$ cat config.mk
export PLATFORM = sky130hd
export DESIGN_NAME = ppu_out_top
export DESIGN_NICKNAME = d
export VERILOG_FILES = /design/src/hdl/ppu_pkg.sv /design/src/hdl/ppu_cfg_decode.sv /design/src/hdl/scanline_emu.sv /design/src/hdl/rgb_limiter.sv /design/src/hdl/ppu_out_top.sv
export SDC_FILE = /design/constraint.sdc
export NUM_CORES = 1
export LEC_CHECK = 0
export BUFFER_PORTS_ARGS = -buffer_cell sky130_fd_sc_hd__buf_2
export CORE_MARGIN = 1
export CORE_UTILIZATION = 60
export CTS_CLUSTER_SIZE = 25
export DETAILED_ROUTE_END_ITERATION = 8
export PLACE_DENSITY = 0.75
export RECOVER_POWER = 25
export SYNTH_ARGS = -nofsm -noshare
export SYNTH_HDL_FRONTEND = slang
export SYNTH_SLANG_ARGS = --single-unit
$ cat constraint.sdc
create_clock -name VCLK_Tx -period 6.08 [get_ports VCLK_Tx]
set_clock_uncertainty 0.1 [all_clocks]
set_input_delay 1.52 -clock VCLK_Tx [delete_from_list [all_inputs] [get_ports VCLK_Tx]]
set_output_delay 1.52 -clock VCLK_Tx [all_outputs]
set_load 0.01 [all_outputs]
$ cat src/hdl/ppu_pkg.sv
package ppu_pkg;

  // ========================================
  // Configuration word
  // ========================================

  localparam int CFG_W = 17;                 // Static level word from the controller

  typedef logic [CFG_W-1:0] cfg_word_t;

  // Vertical scale factor, drives scanline thickness
  localparam int CFG_VSCALE_LSB     = 0;
  localparam int CFG_VSCALE_W       = 5;

  // 240p scanline settings
  localparam int CFG_SL240_STR_LSB  = 5;
  localparam int CFG_SL240_STR_W    = 4;
  localparam int CFG_SL240_EN_LSB   = 9;
  localparam int CFG_SL240_EN_W     = 1;

  // 480i scanline settings
  localparam int CFG_SL480_STR_LSB  = 10;
  localparam int CFG_SL480_STR_W    = 4;
  localparam int CFG_SL480_EN_LSB   = 14;
  localparam int CFG_SL480_EN_W     = 1;
  localparam int CFG_SL480_LINK_LSB = 15;    // 480i takes strength from 240p field
  localparam int CFG_SL480_LINK_W   = 1;

  // Output range
  localparam int CFG_LIMRGB_LSB     = 16;
  localparam int CFG_LIMRGB_W       = 1;

  // ========================================
  // Scanline constants
  // ========================================

  localparam logic [4:0] VSCALE_THIN_MAX = 5'd6;   // Below 3.5x
  localparam logic [4:0] VSCALE_MID_MAX  = 5'd14;  // Below 5.5x

  localparam int SL_THICK_W = 2;             // Thickness 0..2
  localparam int SL_STR_W   = 8;             // Expanded strength 15..255

  // ========================================
  // Limited range constants
  // ========================================

  // 8-bit reference, 0..255 becomes 16..235
  localparam logic [7:0] LIMIT_COEFF  = 8'd220;
  localparam logic [7:0] LIMIT_OFFSET = 8'd16;

endpackage

$ cat src/hdl/ppu_cfg_decode.sv
module ppu_cfg_decode
  import ppu_pkg::*;
(
  input  logic                  VCLK_Tx,
  input  logic                  nVRST_Tx,

  input  cfg_word_t             cfg_word_i,
  input  logic                  interlaced_i,  // Source is 480i

  output logic                  sl_en_o,
  output logic [SL_STR_W-1:0]   sl_str_o,
  output logic [SL_THICK_W-1:0] sl_thick_o,
  output logic                  limited_en_o
);

  // Raw fields
  logic [CFG_VSCALE_W-1:0]    vscale;
  logic [CFG_SL240_STR_W-1:0] str_240p;
  logic [CFG_SL480_STR_W-1:0] str_480i;
  logic                       en_240p;
  logic                       en_480i;
  logic                       link_480i;
  logic                       limited_en;

  // Selected and derived settings
  logic [CFG_SL240_STR_W-1:0] str_sel;
  logic                       en_sel;
  logic [SL_STR_W-1:0]        str_exp;
  logic [SL_THICK_W-1:0]      thick;

  // ========================================
  // Field extraction
  // ========================================

  assign vscale     = cfg_word_i[CFG_VSCALE_LSB +: CFG_VSCALE_W];
  assign str_240p   = cfg_word_i[CFG_SL240_STR_LSB +: CFG_SL240_STR_W];
  assign str_480i   = cfg_word_i[CFG_SL480_STR_LSB +: CFG_SL480_STR_W];
  assign en_240p    = cfg_word_i[CFG_SL240_EN_LSB +: CFG_SL240_EN_W];
  assign en_480i    = cfg_word_i[CFG_SL480_EN_LSB +: CFG_SL480_EN_W];
  assign link_480i  = cfg_word_i[CFG_SL480_LINK_LSB +: CFG_SL480_LINK_W];
  assign limited_en = cfg_word_i[CFG_LIMRGB_LSB +: CFG_LIMRGB_W];

  // ========================================
  // 240p / 480i selection
  // ========================================

  always_comb begin
    if (!interlaced_i) begin
      en_sel  = en_240p;
      str_sel = str_240p;
    end else begin
      en_sel  = en_480i;                       // Enable is always the 480i one
      if (link_480i)
        str_sel = str_240p;                    // Linked to 240p strength
      else
        str_sel = str_480i;
    end
  end

  // 4-bit step expands to 8-bit strength 15..255
  assign str_exp = SL_STR_W'(((str_sel + 1) << 4) - 1);

  // Thicker scanlines for larger vertical scale
  always_comb begin
    if (vscale < VSCALE_THIN_MAX)
      thick = 2'd0;
    else if (vscale < VSCALE_MID_MAX)
      thick = 2'd1;
    else
      thick = 2'd2;
  end

  // ========================================
  // Output registers
  // ========================================

  always_ff @(posedge VCLK_Tx or negedge nVRST_Tx) begin
    if (!nVRST_Tx) begin
      sl_en_o      <= 1'b0;
      sl_str_o     <= '0;
      sl_thick_o   <= '0;
      limited_en_o <= 1'b0;
    end else begin
      sl_en_o      <= en_sel;
      sl_str_o     <= str_exp;
      sl_thick_o   <= thick;
      limited_en_o <= limited_en;
    end
  end

  // Thickness encoding 3 is unused
  a_thick_legal: assert property (@(posedge VCLK_Tx) disable iff (!nVRST_Tx)
    1'b1 |=> (sl_thick_o != 2'd3));

endmodule

$ cat src/hdl/scanline_emu.sv
module scanline_emu
  import ppu_pkg::*;
#(
  parameter int COLOR_W = 8
) (
  input  logic                  VCLK_Tx,
  input  logic                  nVRST_Tx,

  // Scaled pixel stream
  input  logic                  vsync_i,
  input  logic                  hsync_i,
  input  logic                  de_i,
  input  logic [COLOR_W-1:0]    red_i,
  input  logic [COLOR_W-1:0]    green_i,
  input  logic [COLOR_W-1:0]    blue_i,
  input  logic [2:0]            drawsl_i,    // Row within source line, 0 at bottom

  // Settings from decode
  input  logic                  sl_en_i,
  input  logic [SL_STR_W-1:0]   sl_str_i,
  input  logic [SL_THICK_W-1:0] sl_thick_i,

  output logic                  vsync_o,
  output logic                  hsync_o,
  output logic                  de_o,
  output logic [COLOR_W-1:0]    red_o,
  output logic [COLOR_W-1:0]    green_o,
  output logic [COLOR_W-1:0]    blue_o
);

  localparam int PROD_W = COLOR_W + SL_STR_W;

  logic [COLOR_W-1:0] col_in  [0:2];       // R, G, B
  logic [PROD_W-1:0]  prod_s1 [0:2];       // c * strength
  logic [COLOR_W-1:0] col_s1  [0:2];       // Pixel delayed for stage 2
  logic [COLOR_W-1:0] col_q   [0:2];       // Final colors
  logic               darken_s1;
  logic [2:0]         sync_s1;             // {vsync, hsync, de}
  logic [2:0]         sync_q;

  assign col_in[0] = red_i;
  assign col_in[1] = green_i;
  assign col_in[2] = blue_i;

  // ========================================
  // Stage 1, products and darken flag
  // ========================================

  always_ff @(posedge VCLK_Tx or negedge nVRST_Tx) begin
    if (!nVRST_Tx) begin
      for (int i = 0; i < 3; i++) begin
        prod_s1[i] <= '0;
        col_s1[i]  <= '0;
      end
      darken_s1 <= 1'b0;
      sync_s1   <= 3'b000;
    end else begin
      for (int i = 0; i < 3; i++) begin
        prod_s1[i] <= col_in[i] * sl_str_i;   // Full width product
        col_s1[i]  <= col_in[i];
      end
      darken_s1 <= sl_en_i && (drawsl_i <= {1'b0, sl_thick_i});  // Bottom rows only
      sync_s1   <= {vsync_i, hsync_i, de_i};
    end
  end

  // ========================================
  // Stage 2, subtract scaled share
  // ========================================

  always_ff @(posedge VCLK_Tx or negedge nVRST_Tx) begin
    if (!nVRST_Tx) begin
      for (int i = 0; i < 3; i++)
        col_q[i] <= '0;
      sync_q <= 3'b000;
    end else begin
      for (int i = 0; i < 3; i++) begin
        if (darken_s1)
          col_q[i] <= col_s1[i] - COLOR_W'(prod_s1[i][COLOR_W +: SL_STR_W]);  // c - (c*s >> W)
        else
          col_q[i] <= col_s1[i];
      end
      sync_q <= sync_s1;
    end
  end

  assign {vsync_o, hsync_o, de_o} = sync_q;
  assign red_o   = col_q[0];
  assign green_o = col_q[1];
  assign blue_o  = col_q[2];

  // Darkening only ever lowers a color, checked against the input two cycles back
  for (genvar g = 0; g < 3; g++) begin : g_chk
    a_no_brighten: assert property (@(posedge VCLK_Tx) disable iff (!nVRST_Tx)
      col_q[g] <= $past(col_in[g], 2));
  end

endmodule

$ cat src/hdl/rgb_limiter.sv
module rgb_limiter
  import ppu_pkg::*;
#(
  parameter int COLOR_W = 8
) (
  input  logic               VCLK_Tx,
  input  logic               nVRST_Tx,

  input  logic               vsync_i,
  input  logic               hsync_i,
  input  logic               de_i,
  input  logic [COLOR_W-1:0] red_i,
  input  logic [COLOR_W-1:0] green_i,
  input  logic [COLOR_W-1:0] blue_i,
  input  logic               limited_en_i,  // Taken at the output register

  output logic               vsync_o,
  output logic               hsync_o,
  output logic               de_o,
  output logic [COLOR_W-1:0] red_o,
  output logic [COLOR_W-1:0] green_o,
  output logic [COLOR_W-1:0] blue_o
);

  localparam int PROD_W = COLOR_W + 8;      // Color times 8-bit coefficient
  localparam int SHIFT  = COLOR_W - 8;      // Offsets follow the color width

  // Limited range bounds at this color width
  localparam logic [COLOR_W-1:0] LIM_LO = COLOR_W'(LIMIT_OFFSET) << SHIFT;
  localparam logic [COLOR_W-1:0] LIM_HI =
    COLOR_W'(((LIMIT_OFFSET + LIMIT_COEFF) << SHIFT) - 1);

  logic [COLOR_W-1:0] col_in  [0:2];
  logic [PROD_W-1:0]  prod    [0:2];
  logic [COLOR_W:0]   lim_s1  [0:2];        // Upper W+1 bits, one extra for rounding
  logic [COLOR_W-1:0] lim_s2  [0:2];        // Rounded scaled color
  logic [COLOR_W-1:0] full_s1 [0:2];        // Full range pixel ride-along
  logic [COLOR_W-1:0] full_s2 [0:2];
  logic [COLOR_W-1:0] col_q   [0:2];
  logic [2:0]         sync_s1;              // {vsync, hsync, de}
  logic [2:0]         sync_s2;
  logic [2:0]         sync_q;

  assign col_in[0] = red_i;
  assign col_in[1] = green_i;
  assign col_in[2] = blue_i;

  always_comb begin
    for (int i = 0; i < 3; i++)
      prod[i] = col_in[i] * LIMIT_COEFF;
  end

  // ========================================
  // Three-stage limiter pipeline
  // ========================================

  always_ff @(posedge VCLK_Tx or negedge nVRST_Tx) begin
    if (!nVRST_Tx) begin
      for (int i = 0; i < 3; i++) begin
        lim_s1[i]  <= '0;
        lim_s2[i]  <= '0;
        full_s1[i] <= '0;
        full_s2[i] <= '0;
        col_q[i]   <= '0;
      end
      sync_s1 <= 3'b000;
      sync_s2 <= 3'b000;
      sync_q  <= 3'b000;
    end else begin
      for (int i = 0; i < 3; i++) begin
        lim_s1[i]  <= prod[i][PROD_W-1 -: COLOR_W+1];        // c*220 >> 7
        lim_s2[i]  <= lim_s1[i][COLOR_W:1] + lim_s1[i][0];   // Round half up
        full_s1[i] <= col_in[i];
        full_s2[i] <= full_s1[i];
        if (limited_en_i)
          col_q[i] <= lim_s2[i] + LIM_LO;                    // Lift by 16
        else
          col_q[i] <= full_s2[i];
      end
      sync_s1 <= {vsync_i, hsync_i, de_i};
      sync_s2 <= sync_s1;
      sync_q  <= sync_s2;
    end
  end

  assign {vsync_o, hsync_o, de_o} = sync_q;
  assign red_o   = col_q[0];
  assign green_o = col_q[1];
  assign blue_o  = col_q[2];

  // A color selected in limited mode stays inside 16..235
  for (genvar g = 0; g < 3; g++) begin : g_chk
    a_in_range: assert property (@(posedge VCLK_Tx) disable iff (!nVRST_Tx)
      $past(limited_en_i) |-> (col_q[g] >= LIM_LO) && (col_q[g] <= LIM_HI));
  end

endmodule

$ cat src/hdl/ppu_out_top.sv
module ppu_out_top
  import ppu_pkg::*;
#(
  parameter int COLOR_W = 8
) (
  input  logic               VCLK_Tx,
  input  logic               nVRST_Tx,

  // Static configuration
  input  cfg_word_t          cfg_word_i,
  input  logic               interlaced_i,

  // Scaled pixel stream
  input  logic               vsync_i,
  input  logic               hsync_i,
  input  logic               de_i,
  input  logic [COLOR_W-1:0] red_i,
  input  logic [COLOR_W-1:0] green_i,
  input  logic [COLOR_W-1:0] blue_i,
  input  logic [2:0]         drawsl_i,

  // To transmitter, 5 cycles after input
  output logic               vsync_o,
  output logic               hsync_o,
  output logic               de_o,
  output logic [COLOR_W-1:0] red_o,
  output logic [COLOR_W-1:0] green_o,
  output logic [COLOR_W-1:0] blue_o
);

  // Decoded settings
  logic                  sl_en_w;
  logic [SL_STR_W-1:0]   sl_str_w;
  logic [SL_THICK_W-1:0] sl_thick_w;
  logic                  limited_en_w;

  // Scanline to limiter
  logic                  vsync_sl_w, hsync_sl_w, de_sl_w;
  logic [COLOR_W-1:0]    red_sl_w, green_sl_w, blue_sl_w;

  // ========================================
  // Configuration
  // ========================================

  ppu_cfg_decode cfg_decode_u (
    .VCLK_Tx      (VCLK_Tx),
    .nVRST_Tx     (nVRST_Tx),
    .cfg_word_i   (cfg_word_i),
    .interlaced_i (interlaced_i),
    .sl_en_o      (sl_en_w),
    .sl_str_o     (sl_str_w),
    .sl_thick_o   (sl_thick_w),
    .limited_en_o (limited_en_w)
  );

  // ========================================
  // Scanlines, 2 cycles
  // ========================================

  scanline_emu #(
    .COLOR_W (COLOR_W)
  ) scanline_emu_u (
    .VCLK_Tx    (VCLK_Tx),
    .nVRST_Tx   (nVRST_Tx),
    .vsync_i    (vsync_i),
    .hsync_i    (hsync_i),
    .de_i       (de_i),
    .red_i      (red_i),
    .green_i    (green_i),
    .blue_i     (blue_i),
    .drawsl_i   (drawsl_i),
    .sl_en_i    (sl_en_w),
    .sl_str_i   (sl_str_w),
    .sl_thick_i (sl_thick_w),
    .vsync_o    (vsync_sl_w),
    .hsync_o    (hsync_sl_w),
    .de_o       (de_sl_w),
    .red_o      (red_sl_w),
    .green_o    (green_sl_w),
    .blue_o     (blue_sl_w)
  );

  // ========================================
  // Limited RGB and final outputs, 3 cycles
  // ========================================

  rgb_limiter #(
    .COLOR_W (COLOR_W)
  ) rgb_limiter_u (
    .VCLK_Tx      (VCLK_Tx),
    .nVRST_Tx     (nVRST_Tx),
    .vsync_i      (vsync_sl_w),
    .hsync_i      (hsync_sl_w),
    .de_i         (de_sl_w),
    .red_i        (red_sl_w),
    .green_i      (green_sl_w),
    .blue_i       (blue_sl_w),
    .limited_en_i (limited_en_w),
    .vsync_o      (vsync_o),
    .hsync_o      (hsync_o),
    .de_o         (de_o),
    .red_o        (red_o),
    .green_o      (green_o),
    .blue_o       (blue_o)
  );

endmodule

==> impl_results.md, run 1 <==
* Count leader, synth: inv_1
* CP max stage delay at 540 ps
* Initial antenna violation count at 0
* Seq/Total Area, Yosys at 34.2%
* Seq cells post-synth at 220
* Ys async rst share at 100%
* Nets at 1979
* Clock Tree Root: clkbuf_16
* Clock slew at reported path FFs at 60 ps
* H-tree depth at 1
* Wire per inst at 14.0 um
* M1 GR Usage at 28.0%
* Worst path most repeated cell: fa_1
* Clock sink count at 220
* Starting Density at 61.4%
* Worst hold path type: reg2reg
* Status: complete, but fails checks
* Post-synthesis net count at 1882
* HP Start: rgb_limiter_u.full_s1[15]$_DFF_PN0_
* Die height at 166 um
* Combinational power share at 61.2%
* Ys flop type: dfrtp_1
* ANT cells at 0
* IO Port Bufs at 75
* Part of the power in registers at 24.0%
* R2R setup slack at 870 ps
* Final Total Pwr at 9350 uW
* Placer Congestion at 0.846
* CP max-delay cell: fa_1
* DRT antenna net count at 0
* Std cell rows at 59
* GR peak layer: met2
* Critical R2R Launch: cfg_decode_u.sl_str_o[3]$_DFF_PN0_
* Unique masters post-synth at 54
* Crit path capture type: register
* Leakage at 0.00914 uW
* Hold-fix buffers, CTS at 0
* Setup TNS at 0 ps
* Data required time of the worst path at 6340 ps
* First-pass GRT wire length at 47.5 mm
* R2R Path End: scanline_emu_u.prod_s1[31]$_DFF_PN0_
* Final Cycle Share at 90.6%
* Post-synth EDFFs at 0
* Fillers at 1931
* P_sw at 3930 uW
* WHS Endpoint: rgb_limiter_u.full_s2[15]$_DFF_PN0_
* Top-area cell type share of the netlist area at 34.2%
* Worst vdd rail ir drop at 0.000237 V
* Core area at 26200 um2
* Final Hold Fails at 0
* Post-synthesis instance total at 1465
* Area leader, netlist: dfrtp_1
* Post-CTS Setup Inserts at 0
* Gr ovfl total at 0
* Worst-path fanout max at 6
* CTS resizes at 0
* Synth area leaders: dfrtp_1, fa_1, ha_1
* RSZ-0062 raised after global routing: no
* Failing checks: design-rule violations, max-capacitance violations, max-slew violations
* Drt via density at 5.27
* Max-cap violations at 2
* Total I/O pin count at 77
* Worst Path Arrival at 5770 ps
* Slew Viols, Final at 69
* Clk_lat worst skew at 510 ps
* Total GRT Usage at 20.9%
* Power density cells at 529 nW/um2
* Clock buffer depth at 3
* Setup-failing EPs final at 0
* Worst-Margin Slew at 1630 ps
* Fmax at 182 MHz
* Register area at 5510 um2
* Ys Warns at 0
* Remaining DRCs at 5
* CP delay by family, top: adder cells
* Relative slew slack at -8.72%
* Largest net degree at the start of global routing at 149
* Commonest cells in the netlist: inv_1, dfrtp_1, ha_1, fa_1, nand2_1
* FF-to-FF path depth at 15
* Via count at 10.1k
* Hpwl dp at 21.2 mm
* Met3 Resource Use GR at 2.20%
* Initial DRC Count at 470
* CTS tree: built
* Clock power frac at 14.8%
* P_int at 5420 uW
* Crit path buf inv count at 2
* Hold-critical path depth at 0
* Multi-input logic area at 9400 um2
* Mean Syn Cell Area at 11.0 um2
* 1st-pass router iterations at 9
* Layout cells sized above 1 at 10.1%
* Num CTS Buffers at 24
* CP Class: in2reg
* Switching share of total power at 42.0%
* CP cell instances: clkbuf_1 > nand2_1 > fa_1 > fa_1 > inv_1 > fa_1 > fa_1 > ha_1 > a211oi_1 > o21ai_0 > o2111ai_1 > o22ai_1 > nor4_1 > a311oi_1
* Total routed wirelength at 26.8 mm
* Vias in the first global route at 10.5k
* Synthesis-to-finish area growth at 9.93%
* Cell area after synthesis at 16100 um2
* Die width at 166 um
* Fin crit period at 5510 ps
* CP startpoint kind: input port
* Grt met2 use at 36.7%
* DIE AREA at 27500 um2
[flip-flops by register name (all words and copies together), names as in the netlist, 24 cells and up]
signal                  flops
rgb_limiter_u.lim_s1       27
rgb_limiter_u.full_s1      24
rgb_limiter_u.full_s2      24
rgb_limiter_u.lim_s2       24
scanline_emu_u.col_s1      24
scanline_emu_u.prod_s1     24
[power groups by stage]
stage	clock network (uW)	registers (uW)	logic, uW
2_1_floorplan	0	2230	4580
3_3_place_gp	0	2260	5470
3_5_place_dp	0	2270	5710
4_1_cts	1420	2250	5780
5_1_grt	1490	2300	6620
6_report	1380	2250	5720
[worst register-to-register path, cell delays in order, from the launching register on]
cell and delay [ps]:
dfrtp_1 860, nand2_1 160, inv_1 160, fa_1 460
fa_1 470, fa_1 540, inv_1 60, fa_1 530
inv_1 40, ha_1 340, o21ai_0 280, o21ai_0 150
o2111ai_1 280, o22ai_1 210, nor4_1 300, a311oi_1 80
[layout by cell type (no fill, tap or decap), types with 4 or more instances in the layout]
cell,n
nor3_1,34
clkbuf_16,25
dfrtp_1,220
mux2i_1,6
a211o_1,5
mux2_2,23
a211oi_1,11
nor2b_1,15
xor2_1,27
nand2b_1,11
o21ai_0,18
xnor2_1,50
ha_1,217
nand3_1,21
nand3b_1,6
nor2_1,56
buf_2,67
a31o_2,4
nand2_1,73
fa_1,150
and3_1,5
o2111ai_1,5
buf_4,13
inv_1,295
o211ai_1,8
clkbuf_1,14
a21o_1,6
a21oi_1,34
nand4_1,7
o21a_1,19
o31ai_1,4
and2_1,69
[worst max-delay path by stage]
stage	start	end	slack, ps	depth (start not counted)
5_1_grt	green_i[0]	scanline_emu_u.prod_s1[31]$_DFF_PN0_	240	14
6_report	green_i[0]	scanline_emu_u.prod_s1[31]$_DFF_PN0_	570	14
3_5_place_dp	green_i[4]	scanline_emu_u.prod_s1[31]$_DFF_PN0_	80	16
3_3_place_gp	green_i[4]	scanline_emu_u.prod_s1[31]$_DFF_PN0_	230	16
4_1_cts	green_i[4]	scanline_emu_u.prod_s1[31]$_DFF_PN0_	610	16
2_1_floorplan	red_i[5]	scanline_emu_u.prod_s1[47]$_DFF_PN0_	530	15
[through the flow]
step           instances  setup WS, ps  util (%)  hold WS, ps  area, um2
2_1_floorplan       1465           534         -          231      16100
3_3_place_gp        1871           226      64.6          233      16900
3_5_place_dp        1871          84.3      64.6          235      16900
4_1_cts             1912           607      67.5          244      17700
5_1_grt             1912           244      67.5          245      17700
6_report            1912           571      67.5          244      17700
[cell type report]
type / instances / area share, %
clock inverter: 8 / 0.467
timing repair buffer: 90 / 2.72
inverter: 295 / 6.26
sequential: 220 / 31.1
tap: 335 / 2.37
multi-input combinational: 931 / 53.2
clock buffer: 33 / 3.88
[metal layers]
layer | part of all wire, % | routed length (um)
met4 | 1.7 | 462
met2 | 50 | 13300
met5 | 0 | 0
met3 | 3.7 | 996
met1 | 45 | 12000
[cells by family after synthesis]
kind of cell / after synthesis / share of synthesized area, %
AOI/OAI and AO/OA: 143 / 6.71
xor gates and xnor gates: 77 / 4.19
adders and majority gates: 367 / 35.6
buffers and inverters: 314 / 7.34
DFF: 220 / 34.2
muxes: 29 / 1.98
other: 1 / 0.0233
and+or+nand+nor: 314 / 9.96
(Power assumes the default switching activity.)
==> inputs of run 2 (changes only) <==
RECOVER_POWER = default   (was 25)
==> run 2 against run 1 <==
Against the previous run: the run ends with design-rule violations left; sequential share of layout area is essentially flat; clock power is essentially flat; register-to-register slack is essentially flat; maximum frequency grew 0.73%; clock-buffer cell count is the same; combinational power is essentially flat; critical path depth grew 2; setup slack gained 40 ps; utilization grew 0.062 points; via count shrank 0.17%; first-iteration DRC count is the same.
==> impl_results.md, run 2 (synthesis gave the netlist of run 1 again) <==
* Status: complete, but fails checks (unchanged)
* Failing checks: design-rule violations (was design-rule violations, max-capacitance violations, max-slew violations)
* Worst-Margin Slew at 1100 ps (was 1630 ps)
* Register area at 5510 um2 (unchanged)
* Final Cycle Share at 89.9% (was 90.6%)
* CP delay by family, top: adder cells (unchanged)
* ANT cells at 0 (unchanged)
* CP startpoint kind: input port (unchanged)
* Hold-fix buffers, CTS at 0 (unchanged)
* Total GRT Usage at 20.9% (unchanged)
* Setup TNS at 0 ps (unchanged)
* Biggest register: rgb_limiter_u.lim_s1 (unchanged)
* Max reg flops at 27 (unchanged)
* Nets at 1979 (unchanged)
* CTS tree: built (unchanged)
* Total routed wirelength at 26.7 mm (was 26.8 mm)
* Hold-critical path depth at 0 (unchanged)
* Starting Density at 61.4% (unchanged)
* Largest net degree at the start of global routing at 149 (unchanged)
* Commonest non-fill, non-tap cell in the layout: inv_1 (unchanged)
* Clock sink count at 220 (unchanged)
* Fin crit period at 5470 ps (was 5510 ps)
* Clk_lat worst skew at 510 ps (about the same)
* Vias in the first global route at 10.5k (unchanged)
* Initial antenna violation count at 0 (unchanged)
* R2R Path End: scanline_emu_u.prod_s1[31]$_DFF_PN0_ (unchanged)
* Relative slew slack at 26.9% (was -8.72%)
* Hpwl dp at 21.2 mm (unchanged)
* Wire per inst at 14.0 um (about the same)
* CP max-delay cell: fa_1 (unchanged)
* Slew Viols, Final at 0 (was 69)
* Most frequent cells in the layout: inv_1, dfrtp_1, ha_1, fa_1, buf_2 (was inv_1, dfrtp_1, ha_1, fa_1, nand2_1)
* Post-CTS Setup Inserts at 0 (unchanged)
* Final Hold Fails at 0 (unchanged)
* Fillers at 1927 (was 1931)
* Num CTS Buffers at 24 (unchanged)
* Drt via density at 5.26 (was 5.27)
* Setup-failing EPs final at 0 (unchanged)
* Core area at 26200 um2 (unchanged)
* Data required time of the worst path at 6340 ps (about the same)
* IO Port Bufs at 75 (unchanged)
* Worst path most repeated cell: fa_1 (unchanged)
* CTS resizes at 0 (unchanged)
* Clock Tree Root: clkbuf_16 (unchanged)
* Clock buffer depth at 3 (unchanged)
* Crit path capture type: register (unchanged)
* Fmax at 183 MHz (was 182 MHz)
* CP cell instances: buf_2 > nand2_1 > inv_1 > fa_1 > inv_1 > fa_1 > inv_1 > fa_1 > fa_1 > ha_1 > a211oi_1 > o21ai_0 > o2111ai_1 > o22ai_1 > nor4_1 > a311oi_1 (was clkbuf_1 > nand2_1 > fa_1 > fa_1 > inv_1 > fa_1 > fa_1 > ha_1 > a211oi_1 > o21ai_0 > o2111ai_1 > o22ai_1 > nor4_1 > a311oi_1)
* Die width at 166 um (unchanged)
* Worst-path fanout max at 6 (unchanged)
* Std cell rows at 59 (unchanged)
* WHS Endpoint: rgb_limiter_u.full_s2[15]$_DFF_PN0_ (unchanged)
* Worst hold path type: reg2reg (unchanged)
* Remaining DRCs at 5 (unchanged)
* Power density cells at 528 nW/um2 (was 529 nW/um2)
* Critical R2R Launch: cfg_decode_u.sl_str_o[3]$_DFF_PN0_ (unchanged)
* CP Class: in2reg (unchanged)
* 1st-pass router iterations at 9 (unchanged)
* Crit path buf inv count at 4 (was 2)
* Area after DPL at 16900 um2 (unchanged)
* FF-to-FF path depth at 15 (unchanged)
* Leakage at 0.00916 uW (was 0.00914 uW)
* Clock slew at reported path FFs at 60 ps (about the same)
* First-pass GRT wire length at 47.5 mm (unchanged)
* Total I/O pin count at 77 (unchanged)
* CP max stage delay at 500 ps (was 540 ps)
* Via count at 10.1k (about the same)
* Initial DRC Count at 470 (unchanged)
* Design Area, Final at 17700 um2 (about the same)
* HP Start: rgb_limiter_u.full_s1[15]$_DFF_PN0_ (unchanged)
* Worst vdd rail ir drop at 0.000237 V (about the same)
* DIE AREA at 27500 um2 (unchanged)
* Synthesis-to-finish area growth at 10.0% (was 9.93%)
* Placer Congestion at 0.846 (unchanged)
* DRT antenna net count at 0 (unchanged)
* Worst Path Arrival at 5730 ps (was 5770 ps)
* Layout cells sized above 1 at 10.7% (was 10.1%)
* H-tree depth at 1 (unchanged)
* R2R setup slack at 860 ps (was 870 ps)
* Multi-input logic area at 9400 um2 (unchanged)
* Max-cap violations at 0 (was 2)
* Die height at 166 um (unchanged)
* Gr ovfl total at 0 (unchanged)
* RSZ-0062 raised after global routing: no (unchanged)
## run 2: area by class of cell
class | instances | area share (%)
clock buffer | 33 | 3.87
tap | 335 | 2.37
clock inverter | 8 | 0.467
multi-input combinational | 931 | 53.1
timing repair buffer | 90 | 2.81
sequential | 220 | 31.1
inverter | 295 | 6.26
## run 2: power breakdown
group / switching, uW / internal [uW]
registers: 261 / 1980
clock network: 553 / 831
logic: 3120 / 2610
total: 3930 / 5420
## run 2: layer usage
layer	routed length (um)	track usage (%)
met1	11900	28.0
met2	13300	36.7
met3	1070	2.20
met4	462	4.88
met5	0	0
## run 2: per-stage QoR
| step | util (%) | cells | hold slack (ps) | power [uW] | setup slack, ps |
|---|---|---|---|---|---|
| 6_report | 67.5 | 1912 | 244 | 9350 | 611 |
| 3_5_place_dp | 64.6 | 1871 | 235 | 7990 | 84.3 |
| 5_1_grt | 67.5 | 1912 | 245 | 10400 | 280 |
| 2_1_floorplan | - | 1465 | 231 | 6810 | 534 |
| 3_3_place_gp | 64.6 | 1871 | 233 | 7730 | 226 |
| 4_1_cts | 67.5 | 1912 | 244 | 9440 | 607 |
## run 2: how the worst max path moves through the flow
stage / from / endpoint / slack (ps) / depth (start not counted)
after floorplan: red_i[5] / scanline_emu_u.prod_s1[47]$_DFF_PN0_ / 530 / 15
after global placement: green_i[4] / scanline_emu_u.prod_s1[31]$_DFF_PN0_ / 230 / 16
after detailed placement: green_i[4] / scanline_emu_u.prod_s1[31]$_DFF_PN0_ / 80 / 16
after CTS: green_i[4] / scanline_emu_u.prod_s1[31]$_DFF_PN0_ / 610 / 16
after global routing: green_i[4] / scanline_emu_u.prod_s1[31]$_DFF_PN0_ / 280 / 16
final: green_i[4] / scanline_emu_u.prod_s1[31]$_DFF_PN0_ / 610 / 16
==> inputs of run 3 (changes only) <==
clock period = 6.3 ns   (was 6.08 ns; I/O delays follow)
==> run 3 against run 2 <==
Against the previous run: the run still ends with design-rule violations left; global-route usage about the same; hold slack about the same; sequential share of layout area about the same; via count down 1.9%; die area unchanged; sequential power down 4%; flip-flop and latch count unchanged; clock power up 4%; non-clock buffer count down 9; combinational power down 3.7%; critical path type unchanged; critical endpoint unchanged; highest routed layer unchanged.
==> impl_results.md, run 3 (synthesis gave the netlist of run 1 again) <==
* Status: complete, but fails checks (unchanged)
* Failing checks: design-rule violations (unchanged)
* Part of the power in registers at 23.8% (was 24.0%)
* Total routed wirelength at 26.7 mm (about the same)
* Max reg flops at 27 (unchanged)
* CTS resizes at 0 (unchanged)
* Clock power frac at 15.7% (was 14.8%)
* Nets at 1970 (was 1979)
* Layout cells sized above 1 at 10.3% (was 10.7%)
* Slew Viols, Final at 0 (unchanged)
* Worst setup startpoint: green_i[6] (was green_i[4])
* First-pass GRT wire length at 47.3 mm (was 47.5 mm)
* Clock Tree Root: clkbuf_16 (unchanged)
* Die width at 166 um (unchanged)
* Combinational power share at 60.5% (was 61.2%)
* IO Port Bufs at 75 (unchanged)
* CP max-delay cell: fa_1 (unchanged)
* Drt via density at 5.18 (was 5.26)
* Worst path most repeated cell: fa_1 (unchanged)
* Clk_lat worst skew at 510 ps (about the same)
* Power density cells at 515 nW/um2 (was 528 nW/um2)
* Via count at 9875 (was 10.1k)
* Design Area, Final at 17700 um2 (about the same)
* P_int at 5310 uW (was 5420 uW)
* Post-CTS Setup Inserts at 0 (unchanged)
* Total GRT Usage at 20.9% (about the same)
* DIE AREA at 27500 um2 (unchanged)
* Vias in the first global route at 10.4k (was 10.5k)
* ANT cells at 0 (unchanged)
* Clock slew at reported path FFs at 60 ps (about the same)
* CP max stage delay at 580 ps (was 500 ps)
* Largest net degree at the start of global routing at 109 (was 149)
* CP Class: in2reg (unchanged)
* R2R setup slack at 870 ps (was 860 ps)
* Worst-Margin Slew at 855 ps (was 1100 ps)
* CP startpoint kind: input port (unchanged)
* Crit path capture type: register (unchanged)
* Most frequent cells in the layout: inv_1, dfrtp_1, ha_1, fa_1, buf_2 (unchanged)
* Critical R2R Launch: cfg_decode_u.sl_str_o[3]$_DFF_PN0_ (unchanged)
* CTS tree: built (unchanged)
* Register area at 5510 um2 (unchanged)
* Setup-failing EPs final at 0 (unchanged)
* Worst hold path type: reg2reg (unchanged)
* Relative slew slack at 43.0% (was 26.9%)
* Core area at 26200 um2 (unchanged)
* Synthesis-to-finish area growth at 9.97% (was 10.0%)
* Starting Density at 61.4% (unchanged)
* Fin crit period at 5610 ps
* Die height at 166 um (unchanged)
* Fmax at 178 MHz
* Final Cycle Share at 89.0%
* P_sw at 3790 uW (was 3930 uW)
* Clock buffer depth at 3 (unchanged)
* WHS at 244 ps (about the same)
* Worst Path Arrival at 5870 ps (was 5730 ps)
* Area after DPL at 16900 um2 (about the same)
* 1st-pass router iterations at 6 (was 9)
* Std cell rows at 59 (unchanged)
* HP Start: rgb_limiter_u.full_s1[7]$_DFF_PN0_ (was rgb_limiter_u.full_s1[15]$_DFF_PN0_)
* Biggest register: rgb_limiter_u.lim_s1 (unchanged)
* Initial DRC Count at 428 (was 470)
* Data required time of the worst path at 6570 ps (was 6340 ps)
* Clock sink count at 220 (unchanged)
* Final Total Pwr at 9100 uW (was 9350 uW)
* Final Hold Fails at 0 (unchanged)
* Leakage at 0.00915 uW (was 0.00916 uW)
* Worst vdd rail ir drop at 0.000244 V (was 0.000237 V)
* DRT antenna net count at 0 (unchanged)
* Switching share of total power at 41.7% (was 42.0%)
* Commonest non-fill, non-tap cell in the layout: inv_1 (unchanged)
* Total I/O pin count at 77 (unchanged)
* Fillers at 1966 (was 1927)
* CP cell instances: buf_2 > nand2_1 > inv_1 > fa_1 > fa_1 > fa_1 > inv_1 > fa_1 > inv_1 > ha_1 > o21ai_0 > o21ai_0 > o2111ai_1 > o22ai_1 > nor4_1 > a311oi_1 (was buf_2 > nand2_1 > inv_1 > fa_1 > inv_1 > fa_1 > inv_1 > fa_1 > fa_1 > ha_1 > a211oi_1 > o21ai_0 > o2111ai_1 > o22ai_1 > nor4_1 > a311oi_1)
* Setup TNS at 0 ps (unchanged)
* Initial antenna violation count at 0 (unchanged)
* Wire per inst at 14.0 um (about the same)
* Remaining DRCs at 5 (unchanged)
* Worst-path fanout max at 6 (unchanged)
* Num CTS Buffers at 24 (unchanged)
* Max-cap violations at 0 (unchanged)
* Gr ovfl total at 0 (unchanged)
* Multi-input logic area at 9400 um2 (unchanged)
* Hpwl dp at 20.9 mm (was 21.2 mm)
* Placer Congestion at 0.836 (was 0.846)
* RSZ-0062 raised after global routing: no (unchanged)
* Hold-fix buffers, CTS at 0 (unchanged)
* H-tree depth at 1 (unchanged)
run 3: final timing paths:
kind / endpoint / cells past startpoint
max: scanline_emu_u.prod_s1[31]$_DFF_PN0_ / 16
min: rgb_limiter_u.full_s2[7]$_DFF_PN0_ / 0
max reg2reg: scanline_emu_u.prod_s1[31]$_DFF_PN0_ / 15
min reg2reg: rgb_limiter_u.full_s2[7]$_DFF_PN0_ / 0
max in group asynchronous: rgb_limiter_u.full_s2[3]$_DFF_PN0_ / 2
min in group asynchronous: rgb_limiter_u.lim_s2[11]$_DFF_PN0_ / 1
run 3: metrics by stage:
stage	utilization (%)	instances	setup WS, ps
after CTS	67.5	1905	732
after detailed placement	64.3	1862	212
after floorplan	-	1465	699
after global routing	67.5	1905	439
final	67.5	1905	691
after global placement	64.3	1862	315
run 3: power by group through the flow:
stage          clock network, uW  registers, uW  logic [uW]
6_report                    1430           2170        5510
5_1_grt                     1520           2230        6350
4_1_cts                     1460           2180        5560
3_5_place_dp                   0           2200        5490
3_3_place_gp                   0           2180        5270
2_1_floorplan                  0           2150        4420
run 3: layout make-up:
type | count | area share, %
sequential | 220 | 31.1
clock inverter | 8 | 0.580
inverter | 295 | 6.26
tap | 335 | 2.37
timing repair buffer | 81 | 2.43
clock buffer | 35 | 4.09
multi-input combinational | 931 | 53.1
run 3: critical path: cells and delay by family:
family | cells | cell delay, ps
adder cells (fa/ha/maj) | 5 | 2430
AO/OA/AOI/OAI | 5 | 1040
AND/OR/NAND/NOR | 2 | 460
buffers and inverters | 4 | 380
run 3: per-layer routing:
| layer | routed length (um) | up-vias | global-route usage [%] | part of all wire [%] |
|---|---|---|---|---|
| met4 | 473 | 0 | 4.67 | 1.8 |
| met3 | 921 | 42 | 2.46 | 3.4 |
| met2 | 13000 | 153 | 36.6 | 49 |
| met1 | 12300 | 4813 | 28.1 | 46 |
| met5 | 0 | - | 0 | 0 |
| li1 | - | 4867 | - | - |
